### config.mk
export PLATFORM = sky130hd
export DESIGN_NAME = rx_pcs_top
export DESIGN_NICKNAME = d
export VERILOG_FILES = /design/src/rx_pcs_pkg.sv /design/src/rx_regs_pkg.sv /design/src/block_sync.sv /design/src/ber_monitor.sv /design/src/descrambler.sv /design/src/rx_status_regs.sv /design/src/rx_pcs_top.sv
export VERILOG_INCLUDE_DIRS = /design/src /design/src/include
export SDC_FILE = /design/constraint.sdc
export NUM_CORES = 1
export LEC_CHECK = 0
export BUFFER_PORTS_ARGS = -buffer_cell sky130_fd_sc_hd__buf_2
export CORE_MARGIN = 8
export CORE_UTILIZATION = 40
export DETAILED_ROUTE_END_ITERATION = 6
export HOLD_SLACK_MARGIN = 0.02
export SLEW_MARGIN = 30
export SYNTH_ARGS = -nofsm -noshare
export SYNTH_HDL_FRONTEND = slang
export SYNTH_SLANG_ARGS = --single-unit
### constraint.sdc
create_clock -name i_clock -period 2.51 [get_ports i_clock]
set_clock_uncertainty 0.05 [all_clocks]
set_input_delay 0.6275 -clock i_clock [delete_from_list [all_inputs] [get_ports i_clock]]
set_output_delay 0.6275 -clock i_clock [all_outputs]
set_load 0.02 [all_outputs]
### src/include/rx_pcs_cfg.svh
// fixed sizes of the 64b/66b receive front end, included by every file that sizes a port or counter
`ifndef RX_PCS_CFG_SVH
`define RX_PCS_CFG_SVH

// block layout
`define RX_BLOCK_W       66
`define RX_PAYLOAD_W     64
`define RX_SH_W          2

// block lock
`define RX_LOCK_COUNT    64
`define RX_LOCK_WINDOW   1024

// bit error rate monitor
`define RX_BER_WINDOW    256
`define RX_BER_THRESHOLD 16

// register block
`define RX_SH_LIMIT_W    8
`define RX_COUNT_W       16
`define RX_WB_ADR_W      3
`define RX_WB_DAT_W      32

`endif

### src/rx_pcs_pkg.sv
// line coding constants of the 64b/66b receive path, imported by the sync and descrambler blocks

`include "rx_pcs_cfg.svh"

package rx_pcs_pkg;

    // the only two legal sync headers
    localparam logic [`RX_SH_W-1:0] SH_DATA = 2'b01;
    localparam logic [`RX_SH_W-1:0] SH_CTRL = 2'b10;

    // x^58 + x^39 + 1, delays in bits of the serial stream
    localparam int SCR_TAP_A = 39;
    localparam int SCR_TAP_B = 58;

endpackage

### src/rx_regs_pkg.sv
// register map of the receive front end, imported by the Wishbone register block

`include "rx_pcs_cfg.svh"

package rx_regs_pkg;

    // word addresses
    localparam logic [`RX_WB_ADR_W-1:0] REG_CTRL         = 3'd0;
    localparam logic [`RX_WB_ADR_W-1:0] REG_SH_LIMIT     = 3'd1;
    localparam logic [`RX_WB_ADR_W-1:0] REG_STATUS       = 3'd2;
    localparam logic [`RX_WB_ADR_W-1:0] REG_ERR_COUNT    = 3'd3;
    localparam logic [`RX_WB_ADR_W-1:0] REG_HI_BER_COUNT = 3'd4;

    // bit positions in CTRL and STATUS
    localparam int CTRL_ENABLE_BIT   = 0;
    localparam int CTRL_BYPASS_BIT   = 1;
    localparam int STATUS_LOCK_BIT   = 0;
    localparam int STATUS_HI_BER_BIT = 1;

    // enable on, bypass off
    localparam logic [`RX_WB_DAT_W-1:0]    CTRL_RESET     = 32'h0000_0001;
    localparam logic [`RX_SH_LIMIT_W-1:0] SH_LIMIT_RESET = 8'd16;

endpackage

### src/block_sync.sv
// sync header checker and block lock FSM, sees one header per valid block from the line
`timescale 1ns/1ps
`include "rx_pcs_cfg.svh"

module block_sync
    import rx_pcs_pkg::*;
(
    input  logic                      i_clock,
    input  logic                      i_reset,
    input  logic                      i_enable,
    input  logic                      i_valid,
    input  logic [`RX_SH_W-1:0]       i_sync_header,
    input  logic [`RX_SH_LIMIT_W-1:0] i_sh_limit,
    output logic                      o_block_lock,
    output logic                      o_sh_error
);

    localparam int GOOD_W = $clog2(`RX_LOCK_COUNT);
    localparam int WIN_W  = $clog2(`RX_LOCK_WINDOW);

    logic                      sh_valid;
    logic [GOOD_W-1:0]         good_count;
    logic [WIN_W-1:0]          win_count;
    logic [`RX_SH_LIMIT_W-1:0] inv_count;
    logic [`RX_SH_LIMIT_W-1:0] inv_next;

    assign sh_valid = (i_sync_header == SH_DATA) || (i_sync_header == SH_CTRL);
    assign inv_next = inv_count + 1'b1;

    always_ff @(posedge i_clock)
    begin
        if (i_reset || !i_enable)
        begin
            o_block_lock <= 1'b0;
            good_count   <= '0;
            win_count    <= '0;
            inv_count    <= '0;
        end
        else if (i_valid)
        begin
            if (!o_block_lock)
            begin
                // hunting, needs an unbroken run of good headers
                if (!sh_valid)
                begin
                    good_count <= '0;
                end
                else if (good_count == GOOD_W'(`RX_LOCK_COUNT - 1))
                begin
                    o_block_lock <= 1'b1;
                    good_count   <= '0;
                    win_count    <= '0;
                    inv_count    <= '0;
                end
                else
                begin
                    good_count <= good_count + 1'b1;
                end
            end
            else if (!sh_valid && (inv_next >= i_sh_limit))
            begin
                // too many bad headers in this window
                o_block_lock <= 1'b0;
                win_count    <= '0;
                inv_count    <= '0;
            end
            else if (win_count == WIN_W'(`RX_LOCK_WINDOW - 1))
            begin
                win_count <= '0;
                inv_count <= '0;
            end
            else
            begin
                win_count <= win_count + 1'b1;
                inv_count <= sh_valid ? inv_count : inv_next;
            end
        end
    end

    // one pulse per bad header, locked or not
    always_ff @(posedge i_clock)
    begin
        if (i_reset || !i_enable)
        begin
            o_sh_error <= 1'b0;
        end
        else
        begin
            o_sh_error <= i_valid && !sh_valid;
        end
    end

endmodule

### src/ber_monitor.sv
// high bit error rate detector, counts bad sync headers over fixed windows of valid blocks
`timescale 1ns/1ps
`include "rx_pcs_cfg.svh"

module ber_monitor
(
    input  logic i_clock,
    input  logic i_reset,
    input  logic i_block_lock,
    input  logic i_valid,
    input  logic i_sh_error,
    output logic o_hi_ber
);

    localparam int WIN_W = $clog2(`RX_BER_WINDOW);
    localparam int BER_W = $clog2(`RX_BER_THRESHOLD + 1);

    logic [WIN_W-1:0] win_count;
    logic [BER_W-1:0] ber_count;
    logic [BER_W-1:0] ber_next;
    logic             window_end;
    logic             hi_ber;

    // stops counting once the threshold is reached
    assign ber_next = (i_sh_error && (ber_count != BER_W'(`RX_BER_THRESHOLD))) ?
                      ber_count + 1'b1 : ber_count;
    assign window_end = i_valid && (win_count == WIN_W'(`RX_BER_WINDOW - 1));

    always_ff @(posedge i_clock)
    begin
        if (i_reset || !i_block_lock)
        begin
            win_count <= '0;
            ber_count <= '0;
            hi_ber    <= 1'b0;
        end
        else
        begin
            if (i_valid)
            begin
                win_count <= window_end ? '0 : win_count + 1'b1;
            end
            if (window_end)
            begin
                // a quiet window clears the flag
                ber_count <= '0;
                hi_ber    <= (ber_next == BER_W'(`RX_BER_THRESHOLD));
            end
            else
            begin
                ber_count <= ber_next;
                if (ber_next == BER_W'(`RX_BER_THRESHOLD))
                begin
                    hi_ber <= 1'b1;
                end
            end
        end
    end

    // flag goes down with lock in the same cycle
    assign o_hi_ber = hi_ber & i_block_lock;

endmodule

### src/descrambler.sv
// self-synchronizing x^58 + x^39 + 1 descrambler for the 64-bit payload, one cycle of latency
`timescale 1ns/1ps
`include "rx_pcs_cfg.svh"

module descrambler
    import rx_pcs_pkg::*;
(
    input  logic                   i_clock,
    input  logic                   i_reset,
    input  logic                   i_valid,
    input  logic                   i_bypass,
    input  logic [`RX_BLOCK_W-1:0] i_block,
    output logic                   o_valid,
    output logic [`RX_BLOCK_W-1:0] o_block
);

    localparam int PAY_W = `RX_PAYLOAD_W;

    // bit 0 of the payload is the first on the line, history[SCR_TAP_B-1] the newest
    logic [SCR_TAP_B-1:0]       history;
    logic [SCR_TAP_B+PAY_W-1:0] stream;
    logic [PAY_W-1:0]           payload;
    logic [PAY_W-1:0]           clear;

    assign payload = i_block[PAY_W-1:0];
    assign stream  = {payload, history};

    always_comb
    begin
        for (int i = 0; i < PAY_W; i++)
        begin
            clear[i] = stream[SCR_TAP_B + i] ^ stream[SCR_TAP_B - SCR_TAP_A + i] ^ stream[i];
        end
    end

    always_ff @(posedge i_clock)
    begin
        if (i_reset)
        begin
            o_valid <= 1'b0;
        end
        else
        begin
            o_valid <= i_valid;
        end
    end

    // history keeps running in bypass so leaving it is seamless
    always_ff @(posedge i_clock)
    begin
        if (i_valid)
        begin
            history <= stream[SCR_TAP_B+PAY_W-1:PAY_W];
            o_block <= {i_block[`RX_BLOCK_W-1:PAY_W], i_bypass ? payload : clear};
        end
    end

endmodule

### src/rx_status_regs.sv
// Wishbone classic slave with the receive controls, live status and clear-on-read counters
`timescale 1ns/1ps
`include "rx_pcs_cfg.svh"

module rx_status_regs
    import rx_regs_pkg::*;
(
    input  logic                      i_clock,
    input  logic                      i_reset,
    input  logic                      i_wb_cyc,
    input  logic                      i_wb_stb,
    input  logic                      i_wb_we,
    input  logic [`RX_WB_ADR_W-1:0]   i_wb_adr,
    input  logic [`RX_WB_DAT_W-1:0]   i_wb_dat,
    output logic [`RX_WB_DAT_W-1:0]   o_wb_dat,
    output logic                      o_wb_ack,
    input  logic                      i_block_lock,
    input  logic                      i_sh_error,
    input  logic                      i_hi_ber,
    output logic                      o_enable,
    output logic                      o_bypass,
    output logic [`RX_SH_LIMIT_W-1:0] o_sh_limit
);

    logic                    wb_req;
    logic                    wr_en;
    logic                    rd_en;
    logic                    err_clear;
    logic                    hi_ber_clear;
    logic                    hi_ber_d;
    logic                    hi_ber_rise;
    logic [`RX_COUNT_W-1:0]  err_count;
    logic [`RX_COUNT_W-1:0]  hi_ber_count;
    logic [`RX_WB_DAT_W-1:0] rd_word;

    // new transfer only while ack is low, so each one is acked once
    assign wb_req       = i_wb_cyc & i_wb_stb & ~o_wb_ack;
    assign wr_en        = wb_req & i_wb_we;
    assign rd_en        = wb_req & ~i_wb_we;
    assign err_clear    = rd_en && (i_wb_adr == REG_ERR_COUNT);
    assign hi_ber_clear = rd_en && (i_wb_adr == REG_HI_BER_COUNT);
    assign hi_ber_rise  = i_hi_ber & ~hi_ber_d;

    always_ff @(posedge i_clock)
    begin
        if (i_reset)
        begin
            o_wb_ack   <= 1'b0;
            o_enable   <= CTRL_RESET[CTRL_ENABLE_BIT];
            o_bypass   <= CTRL_RESET[CTRL_BYPASS_BIT];
            o_sh_limit <= SH_LIMIT_RESET;
        end
        else
        begin
            o_wb_ack <= wb_req;
            if (wr_en)
            begin
                // read-only and unmapped words ignore writes
                case (i_wb_adr)
                    REG_CTRL:
                    begin
                        o_enable <= i_wb_dat[CTRL_ENABLE_BIT];
                        o_bypass <= i_wb_dat[CTRL_BYPASS_BIT];
                    end
                    REG_SH_LIMIT: o_sh_limit <= i_wb_dat[`RX_SH_LIMIT_W-1:0];
                    default: ;
                endcase
            end
        end
    end

    // saturating counters, an event during the clearing read leaves 1
    always_ff @(posedge i_clock)
    begin
        if (i_reset)
        begin
            hi_ber_d     <= 1'b0;
            err_count    <= '0;
            hi_ber_count <= '0;
        end
        else
        begin
            hi_ber_d <= i_hi_ber;
            if (err_clear)
            begin
                err_count <= `RX_COUNT_W'(i_sh_error);
            end
            else if (i_sh_error && (err_count != '1))
            begin
                err_count <= err_count + 1'b1;
            end
            if (hi_ber_clear)
            begin
                hi_ber_count <= `RX_COUNT_W'(hi_ber_rise);
            end
            else if (hi_ber_rise && (hi_ber_count != '1))
            begin
                hi_ber_count <= hi_ber_count + 1'b1;
            end
        end
    end

    always_comb
    begin
        rd_word = '0;
        case (i_wb_adr)
            REG_CTRL:
            begin
                rd_word[CTRL_ENABLE_BIT] = o_enable;
                rd_word[CTRL_BYPASS_BIT] = o_bypass;
            end
            REG_SH_LIMIT:     rd_word[`RX_SH_LIMIT_W-1:0] = o_sh_limit;
            REG_STATUS:
            begin
                rd_word[STATUS_LOCK_BIT]   = i_block_lock;
                rd_word[STATUS_HI_BER_BIT] = i_hi_ber;
            end
            REG_ERR_COUNT:    rd_word[`RX_COUNT_W-1:0] = err_count;
            REG_HI_BER_COUNT: rd_word[`RX_COUNT_W-1:0] = hi_ber_count;
            default: ;
        endcase
    end

    // captured with the request, held while ack is high
    always_ff @(posedge i_clock)
    begin
        if (rd_en)
        begin
            o_wb_dat <= rd_word;
        end
    end

endmodule

### src/rx_pcs_top.sv
// receive front end top, block sync and BER monitor beside the descrambler, controlled over Wishbone
`timescale 1ns/1ps
`include "rx_pcs_cfg.svh"

module rx_pcs_top
(
    input  logic                    i_clock,
    input  logic                    i_reset,
    input  logic                    i_valid,
    input  logic [`RX_BLOCK_W-1:0]  i_block,
    input  logic                    i_wb_cyc,
    input  logic                    i_wb_stb,
    input  logic                    i_wb_we,
    input  logic [`RX_WB_ADR_W-1:0] i_wb_adr,
    input  logic [`RX_WB_DAT_W-1:0] i_wb_dat,
    output logic [`RX_WB_DAT_W-1:0] o_wb_dat,
    output logic                    o_wb_ack,
    output logic                    o_valid,
    output logic [`RX_BLOCK_W-1:0]  o_block,
    output logic                    o_block_lock,
    output logic                    o_hi_ber
);

    logic                      enable;
    logic                      bypass;
    logic [`RX_SH_LIMIT_W-1:0] sh_limit;
    logic                      sh_error;

    block_sync block_sync_i
    (
        .i_clock       (i_clock),
        .i_reset       (i_reset),
        .i_enable      (enable),
        .i_valid       (i_valid),
        .i_sync_header (i_block[`RX_BLOCK_W-1 -: `RX_SH_W]),
        .i_sh_limit    (sh_limit),
        .o_block_lock  (o_block_lock),
        .o_sh_error    (sh_error)
    );

    ber_monitor ber_monitor_i
    (
        .i_clock      (i_clock),
        .i_reset      (i_reset),
        .i_block_lock (o_block_lock),
        .i_valid      (i_valid),
        .i_sh_error   (sh_error),
        .o_hi_ber     (o_hi_ber)
    );

    descrambler descrambler_i
    (
        .i_clock  (i_clock),
        .i_reset  (i_reset),
        .i_valid  (i_valid),
        .i_bypass (bypass),
        .i_block  (i_block),
        .o_valid  (o_valid),
        .o_block  (o_block)
    );

    rx_status_regs rx_status_regs_i
    (
        .i_clock      (i_clock),
        .i_reset      (i_reset),
        .i_wb_cyc     (i_wb_cyc),
        .i_wb_stb     (i_wb_stb),
        .i_wb_we      (i_wb_we),
        .i_wb_adr     (i_wb_adr),
        .i_wb_dat     (i_wb_dat),
        .o_wb_dat     (o_wb_dat),
        .o_wb_ack     (o_wb_ack),
        .i_block_lock (o_block_lock),
        .i_sh_error   (sh_error),
        .i_hi_ber     (o_hi_ber),
        .o_enable     (enable),
        .o_bypass     (bypass),
        .o_sh_limit   (sh_limit)
    );

endmodule

* Yosys cells after proc, flatten, opt, wreduce, memory -nomap -nowiden *
Cells that the tools add are included.

cells by class
  magnitude comparators = 1
  muxes and demuxes = 29
  reductions and logical operators = 28
  bitwise logic cells = 138
  equal/unequal tests = 14
  shift operators = 0
  add/sub/neg operators = 7
  $mul = 0
  div/mod/pow operators = 0

operators with widths
  kind                                                              count
  1-bit XOR                                                         128
  64-bit 2-to-1 mux                                                 1
  8-bit 2-to-1 mux                                                  7
  10-bit 2-to-1 mux                                                 5
  16-bit by 1-bit adder with 16-bit output (second input constant)  2
  16-bit != test (second input constant)                            2
  6-bit case mux with 3 select lines                                1
  8-bit by 1-bit adder with 8-bit output (second input constant)    2
  8-bit case mux with 2 select lines                                1
  6-bit 2-to-1 mux                                                  2
  10-bit by 1-bit adder with 10-bit output (second input constant)  1
  10-bit == test (second input constant)                            1
  1-bit 2-to-1 mux                                                  10
  2-bit case mux with 5 select lines                                1
  2-bit nonzero test                                                5
  8-bit == test (second input constant)                             1
  8-bit >= comparator                                               1
  1-bit logical AND                                                 8
  6-bit by 1-bit adder with 6-bit output (second input constant)    1
  1-bit bitwise AND                                                 6
  3-bit by 2-bit == test with 1-bit output (second input constant)  2
  6-bit == test (second input constant)                             1
  2-bit AND reduction                                               3
  2-bit OR reduction                                                3
  other kinds (15)                                                  22

word-level totals
  latch bits = 0
  bits in writable memories = 0
  memories kept = 0
  register bits after elaboration = 225
  input port bits = 107
  output and inout port bits = 102
  logic and storage cells = 238
  bits in read-only memories = 0

* Logic depth before layout (Yosys ltp) *
Gate-level depths: netlist of run 1.

  depth after elaboration = 6
  depth in mapped cells = 12
  gate-level depth less buffers = 11

* Hierarchy *
A second synthesis of run 1 with hierarchy kept.

second synthesis, totals
  cell total of the unflattened synthesis = 927
  area total of the unflattened synthesis = 10950.5 sq um

by module, submodules not included
  module          seq. area each (sq um)  instances  cells an instance  area an instance (sq um)
  descrambler     3743.6                  1          325                5527.8
  rx_status_regs  1361.3                  1          328                3101.7
  block_sync      520.5                   1          198                1620.3
  ber_monitor     280.3                   1          76                 700.7

* Least setup slack after synthesis of run 1 *
OpenSTA, ideal clock, no wires.

  path type = register to register
  start point = register block_sync_i.inv_count[0]
  end point = register block_sync_i.win_count[1]
  clock period less this slack = 2.559 ns
  setup slack = -0.049 ns
  buffers on the path = 1
  stages on the path, launching flop included = 12
  setup time = 0.128 ns
  data arrival time = 2.382 ns
  path through = dfxtp_1 > nand3_1 > or2_2 > nor2_1 > xor2_1 > ha_1 > nand4_1 > o31ai_1 > a21oi_2 > buf_2 > a32oi_1 > nor2_1

on the way
  longest elaborated chain between the ends = 5

ends and longest elaborated chain
  what                                    RTL line          source
  from (decl)                             block_sync.sv:24  logic [`RX_SH_LIMIT_W-1:0] inv_count;
  from (signal assigned)                  block_sync.sv:75  inv_count <= sh_valid ? inv_count : inv_next;
  8-bit by 1-bit adder with 8-bit output  block_sync.sv:28  assign inv_next = inv_count + 1'b1;
  8-bit >= comparator                     block_sync.sv:60  else if (!sh_valid && (inv_next >= i_sh_limit))
  1-bit logical AND                       block_sync.sv:60
  10-bit 2-to-1 mux                       block_sync.sv:60
  10-bit 2-to-1 mux                       block_sync.sv:41  if (!o_block_lock)
  to (signal assigned)                    block_sync.sv:74  win_count <= win_count + 1'b1;
  to (decl)                               block_sync.sv:23  logic [WIN_W-1:0] win_count;

Every way passes these cells.
A chain may end at the register's enable or synchronous reset.

* Worst setup path after layout of run 1 *
  start point = register block_sync_i.inv_count[0]
  end point = register block_sync_i.win_count[2]

Same word-level chain as after synthesis.

==> results of run 1 <==
-- Yosys cell counts, types with 3 or more instances --
| master | n |
|---|---|
| nand3b_1 | 3 |
| nand2b_1 | 8 |
| a21oi_1 | 27 |
| dfxtp_1 | 85 |
| nand4b_1 | 4 |
| buf_1 | 3 |
| clkbuf_1 | 15 |
| a31oi_1 | 8 |
| nand3_1 | 34 |
| xnor2_1 | 85 |
| ha_1 | 16 |
| a22o_1 | 9 |
| o21ai_0 | 20 |
| buf_2 | 7 |
| nand4_1 | 10 |
| nand2_1 | 62 |
| edfxtp_1 | 140 |
| and3_1 | 10 |
| nor2_1 | 140 |
| nor4_1 | 4 |
| and4_1 | 4 |
| buf_4 | 17 |
| xor2_1 | 82 |
| inv_1 | 20 |
| or3_1 | 9 |
| o31ai_1 | 3 |
| mux2i_1 | 19 |
| nor2b_1 | 8 |
| nor3_1 | 10 |
-- power by group --
part	internal (mW)	switching (mW)
clock	1.87	1.43
sequential	4.22	0.101
combinational	0.363	0.589
-- final cells by class --
type	instances	area [um^2]	share of cell area [%]
clock inverter	14	105	0.838
antenna	1	2.50	0.0200
timing repair buffer	200	1120	8.96
multi-input combinational	634	4280	34.1
clock buffer	30	623	4.97
tap	330	413	3.29
inverter	21	78.8	0.629
sequential	225	5910	47.2
-- through the flow --
step | cells | utilization [%] | cell area (um^2) | hold slack (ns)
6_report | 1455 | 49.6 | 12500 | 0.260
5_1_grt | 1455 | 49.6 | 12500 | 0.235
4_1_cts | 1451 | 49.1 | 12400 | 0.237
3_5_place_dp | 1405 | 46.1 | 11600 | 0.412
3_3_place_gp | 1405 | 46.1 | 11600 | 0.406
2_1_floorplan | 923 | - | 10400 | 0.389
-- state kept, by name, summed over array words and instances, names as in the netlist, 5 cells and up --
signal	cells
block_sync_i.inv_count	8
rx_status_regs_i.o_sh_limit	8
rx_status_regs_i.hi_ber_count	16
ber_monitor_i.ber_count	5
rx_status_regs_i.o_wb_dat	16
rx_status_regs_i.err_count	16
block_sync_i.good_count	6
ber_monitor_i.win_count	8
descrambler_i.history	58
descrambler_i.o_block	66
block_sync_i.win_count	10
-- metal layers --
layer  global-route usage (%)  up-vias  wire, um
met5                        0        -        21
met2                     23.6      208     10800
li1                         -     3526         -
met4                     3.64        4       457
met1                     19.2     3378     10800
met3                     3.16       32      1540
-- logic make-up after synthesis --
group,Yosys count
fa+ha+maj,16
compound gates,87
mux,22
flops,225
other cells,1
xor+xnor,167
simple gates,326
buf+inv,64
-- path summary, 6_finish.rpt --
check	start	end
worst min register to register	block_sync_i.inv_count[7]	block_sync_i.inv_count[7]
worst max register to register	block_sync_i.inv_count[0]	block_sync_i.win_count[2]
worst min-delay path	i_block[65]	descrambler_i.o_block[65]
worst max-delay path	block_sync_i.inv_count[0]	block_sync_i.win_count[2]
-- what timing repair did --
action,CTS,global route
gates resized for setup,8,26
pin swaps,4,22
endpoints found under the setup margin,17,19
buffers inserted,1,2
cloned,1,1
==> flow_summary.ini, run 1 <==
[status]
outcome = finished with violations
violations = negative setup slack

[route]
vias_per_cell = 4.91
drc = 0
routedWlPerCell_um = 16.2
ant_nets = 0
vias = 7148
totalWireLength_mm = 23.6
drt_first_pass_iters = 4
dr.first_iter.drc_count = 477

[placed_design]
portBuffers = 168
dpl_worst_slack_ns = -0.118
gp_congestion = 0.796
place_hpwl_mm = 17.1

[synth]
synth_top_family_by_area = simple AND/OR/NAND/NOR gates
synth_edf_count = 140
synth_xor_xnor_area_share_pct = 14.2
ys_seq_elements = 225
synth.largest_area_cell = edfxtp_1
synth_cell_type_count = 68
synth.top_cells.by_area = edfxtp_1, dfxtp_1, xnor2_1, xor2_1, nor2_1
synth.cell_area_um2 = 10300
synth_compound_area_share_pct = 5.93
synth_ff_type = edfxtp_1
synthCells = 908
synthMuxAreaShare_pct = 2.28
synth_simple_gate_area_share_pct = 15.3
ys_seq_area_share_pct = 57.2
ys_warn_count = 0
async_flop_share_pct = 0
synth_top_area_share_pct = 40.7
synth_fa_ha_area_share_pct = 1.94
synth_area_per_cell_um2 = 11.4

[clock_tree]
cts_inserted_buffers = 24
hold_buffers = 0
cts_tree = yes
cts.root.buffer_cell = clkbuf_16
insertion_delay_ns = 0.51
clk_pin_slew_ns = 0.06
ctsLongestPathBuffers = 3
cts_max_level = 1
cts_num_sinks = 225

[sta]
slew_violations = 0
max-slew-margin-rel_pct = 53.5
period_needed_ns = 2.51
tightest_slew_ns = 0.697
fmax_mhz = 398
setup_viol = 1
hold_violations = 0
rsz0062_at_grt = yes
final.setup.tns_ns = -0.00196
finalCritPeriodShare_pct = 100
setup_slack_ns = -0.00196

[power]
ir_worst_vdd_mv = 0.441
finalPower_mw = 8.57
power_density_nw_per_um2 = 683
power_leakage_nw = 4.73

[global_routing]
grt_use_total_pct = 14.4
grt_antenna_before_repair = 3
grt_max_degree = 121
grt_pass1_wl_mm = 36.7
grt_remaining_overflow = 0
grt_pass1_vias = 6951

[die]
io_pins = 209
die_h_um = 177
start_util_pct = 40.9
die_area_um2 = 31200
die_w_um = 177
row_count = 58
core_um2 = 25300

[job]
maxCapViolCount = 0

[hold_path]
whs_path_depth = 1
hp-class = primary input to flop

[critical_path]
crit_type = flop to flop
cp_data_required_time_ns = 2.90
worstRegToRegCells = 12
critPathMaxStageDelay_ns = 0.37
crit_buf_inv = 1
end_kind = flop
r2r_setup_slack_ns = -0.002
critPathMaxFanout = 5
crit_cells = 12
cp_cell_sequence = nand3_2, or2_4, nor2_4, xor2_1, ha_1, a21oi_2, o21a_1, o31ai_4, a21oi_4, buf_6, nand4b_1, a31oi_1
crit_path_start_kind = flop
critical_path_arrival_ns = 2.90
crit_family = compound AO/OA/AOI/OAI gates
cp_slowest_cell = dfxtp_4

[cells_and_area]
final_cell_mix = buf_2, edfxtp_1, nor2_1
num-fill-cells = 2330
drive_above_1_share_pct = 24.7
mostFrequentLayoutCell = buf_2
final_nets = 1229
area_growth_pct = 21.5
(Power assumes the default switching activity.)
==> run 2, diff against run 1 <==
- REMOVE_ABC_BUFFERS: not set -> 1
==> flow_summary.ini, run 2 (synthesis results as in run 1) <==
[placed_design]
gp_congestion = 0.796
portBuffers = 168
dpl_worst_slack_ns = -0.602
placed_area_um2 = 11600
place_hpwl_mm = 17.5
placed_cells = 1407

[hold_path]
hp-class = primary input to flop
whs_path_depth = 1

[cells_and_area]
num-fill-cells = 2300
finalNonFillerCells = 1468
fin_area_um2 = 12800
final_cell_mix = buf_2, edfxtp_1, nor2_1
drive_above_1_share_pct = 26.5
area_growth_pct = 24.2
top_register = descrambler_i.o_block
final_nets = 1243
diodes = 0
reg_top3 = descrambler_i.o_block: 66 flops, descrambler_i.history: 58 flops
mostFrequentLayoutCell = buf_2
largest_reg_flops = 66
utilization_pct = 50.8

[power]
power_leakage_nw = 4.88
power_density_nw_per_um2 = 704
p_clk_share_pct = 41.5
pwr-share-seq_pct = 47.8
finalPower_mw = 9.03
swShare_pct = 23.8
p_comb_share_pct = 10.7
switchingPower_mw = 2.15
ir_worst_vdd_mv = 0.465
p_int_mw = 6.88

[global_routing]
grt_use_total_pct = 14.8
grt_pass1_wl_mm = 37.6
grt_antenna_before_repair = 1
grt_max_degree = 65
grt_pass1_vias = 7075
grt_remaining_overflow = 0

[critical_path]
crit_cells = 13
end_kind = flop
crit_type = flop to flop
critical_path_arrival_ns = 2.92
critPathMaxStageDelay_ns = 0.36
crit_path_start_kind = flop
crit_family = compound AO/OA/AOI/OAI gates
critPathMaxFanout = 3
cp_data_required_time_ns = 2.86
cp_slowest_cell = o31ai_4
cpMostUsedCell = buf_6
r2r_setup_slack_ns = -0.06
cp_cell_sequence = buf_6, ha_4, nor2b_4, or2_4, ha_4, o21a_1, nor2_2, o31ai_4, buf_6, a21oi_4, buf_6, a32oi_1, nor2_1
crit_buf_inv = 3
worstRegToRegCells = 13

[route]
vias_per_cell = 4.88
drc = 0
drt_first_pass_iters = 5
vias = 7158
totalWireLength_mm = 24.2
dr.first_iter.drc_count = 306
ant_nets = 0
routedWlPerCell_um = 16.5

[sta]
hold_violations = 0
fmax_mhz = 390
max-slew-margin-rel_pct = 44.5
setup_slack_ns = -0.0559
tightest_slew_ns = 0.826
final.setup.tns_ns = -0.113
holdWs_ns = 0.262
period_needed_ns = 2.57
slew_violations = 0
rsz0062_at_grt = yes
setup_viol = 8
finalCritPeriodShare_pct = 102

[die]
die_h_um = 177
start_util_pct = 40.9
core_um2 = 25300
die_area_um2 = 31200
row_count = 58
io_pins = 209
die_w_um = 177

[status]
outcome = finished with violations
violations = negative setup slack

[clock_tree]
insertion_delay_ns = 0.51
hold_buffers = 0
ctsLongestPathBuffers = 3
cts_max_level = 1
clk_pin_slew_ns = 0.06
cts.root.buffer_cell = clkbuf_16
cts_tree = yes
cts_inserted_buffers = 26
cts_num_sinks = 225

[job]
maxCapViolCount = 0
==> run 2: cell count changes in the layout (fill, tap and decap cells not counted), moves of 2 or more <==
cell,before,now
a21oi_1,23,25
a21oi_2,4,2
buf_4,27,34
buf_6,4,8
bufinv_16,1,3
clkbuf_16,24,27
clkinv_1,8,2
clkinv_2,1,5
ha_1,15,13
ha_4,0,3
nand3_1,28,32
nand3_2,6,2
==> run 2: worst paths after layout <==
path	start	end
worst min-delay path	i_block[65]	descrambler_i.o_block[65]
worst max-delay path	block_sync_i.inv_count[1]	block_sync_i.win_count[1]
worst min register to register	block_sync_i.good_count[1]	block_sync_i.good_count[1]
worst max register to register	block_sync_i.inv_count[1]	block_sync_i.win_count[1]
==> run 2: power by group through the flow <==
stage / registers [mW] / logic (mW) / clock network [mW]
after floorplan: 4.58 / 0.376 / 0
after global placement: 4.40 / 0.957 / 0
after detailed placement: 4.40 / 0.971 / 0
after CTS: 4.32 / 0.978 / 3.86
after global routing: 4.34 / 1.05 / 4.00
final: 4.32 / 0.964 / 3.75
==> run 2: worst register-to-register path: stages (launching register included) <==
cell and delay (ns):
dfxtp_2 0.34, buf_6 0.12, ha_4 0.16, nor2b_4 0.12, or2_4 0.26, ha_4 0.25, o21a_1 0.13, nor2_2 0.05
o31ai_4 0.36, buf_6 0.16, a21oi_4 0.05, buf_6 0.16, a32oi_1 0.18, nor2_1 0.06
==> run 2: timing repair <==
action                                 CTS  global route
resized for setup                       17            29
setup endpoints to repair               19            20
endpoints found under the hold margin    0             0
buffers inserted                        10             4
pin swaps                               11            28
gates cloned                             1             0
==> run 2: final cells by class <==
cell class                 count  area (um^2)  area share, %
clock buffer                  34          712           5.55
clock inverter                12          139           1.08
inverter                      21         78.8          0.615
multi-input combinational    635         4340           33.9
sequential                   225         5910           46.1
tap                          330          413           3.22
timing repair buffer         211         1220           9.53
==> run 2: layer usage <==
layer / vias up / GRT usage, % / wire length (um)
met1: 3395 / 19.8 / 10900
met5: - / 0 / 9
met2: 180 / 24.2 / 11300
met4: 2 / 3.12 / 353
li1: 3552 / - / -
met3: 29 / 3.26 / 1640
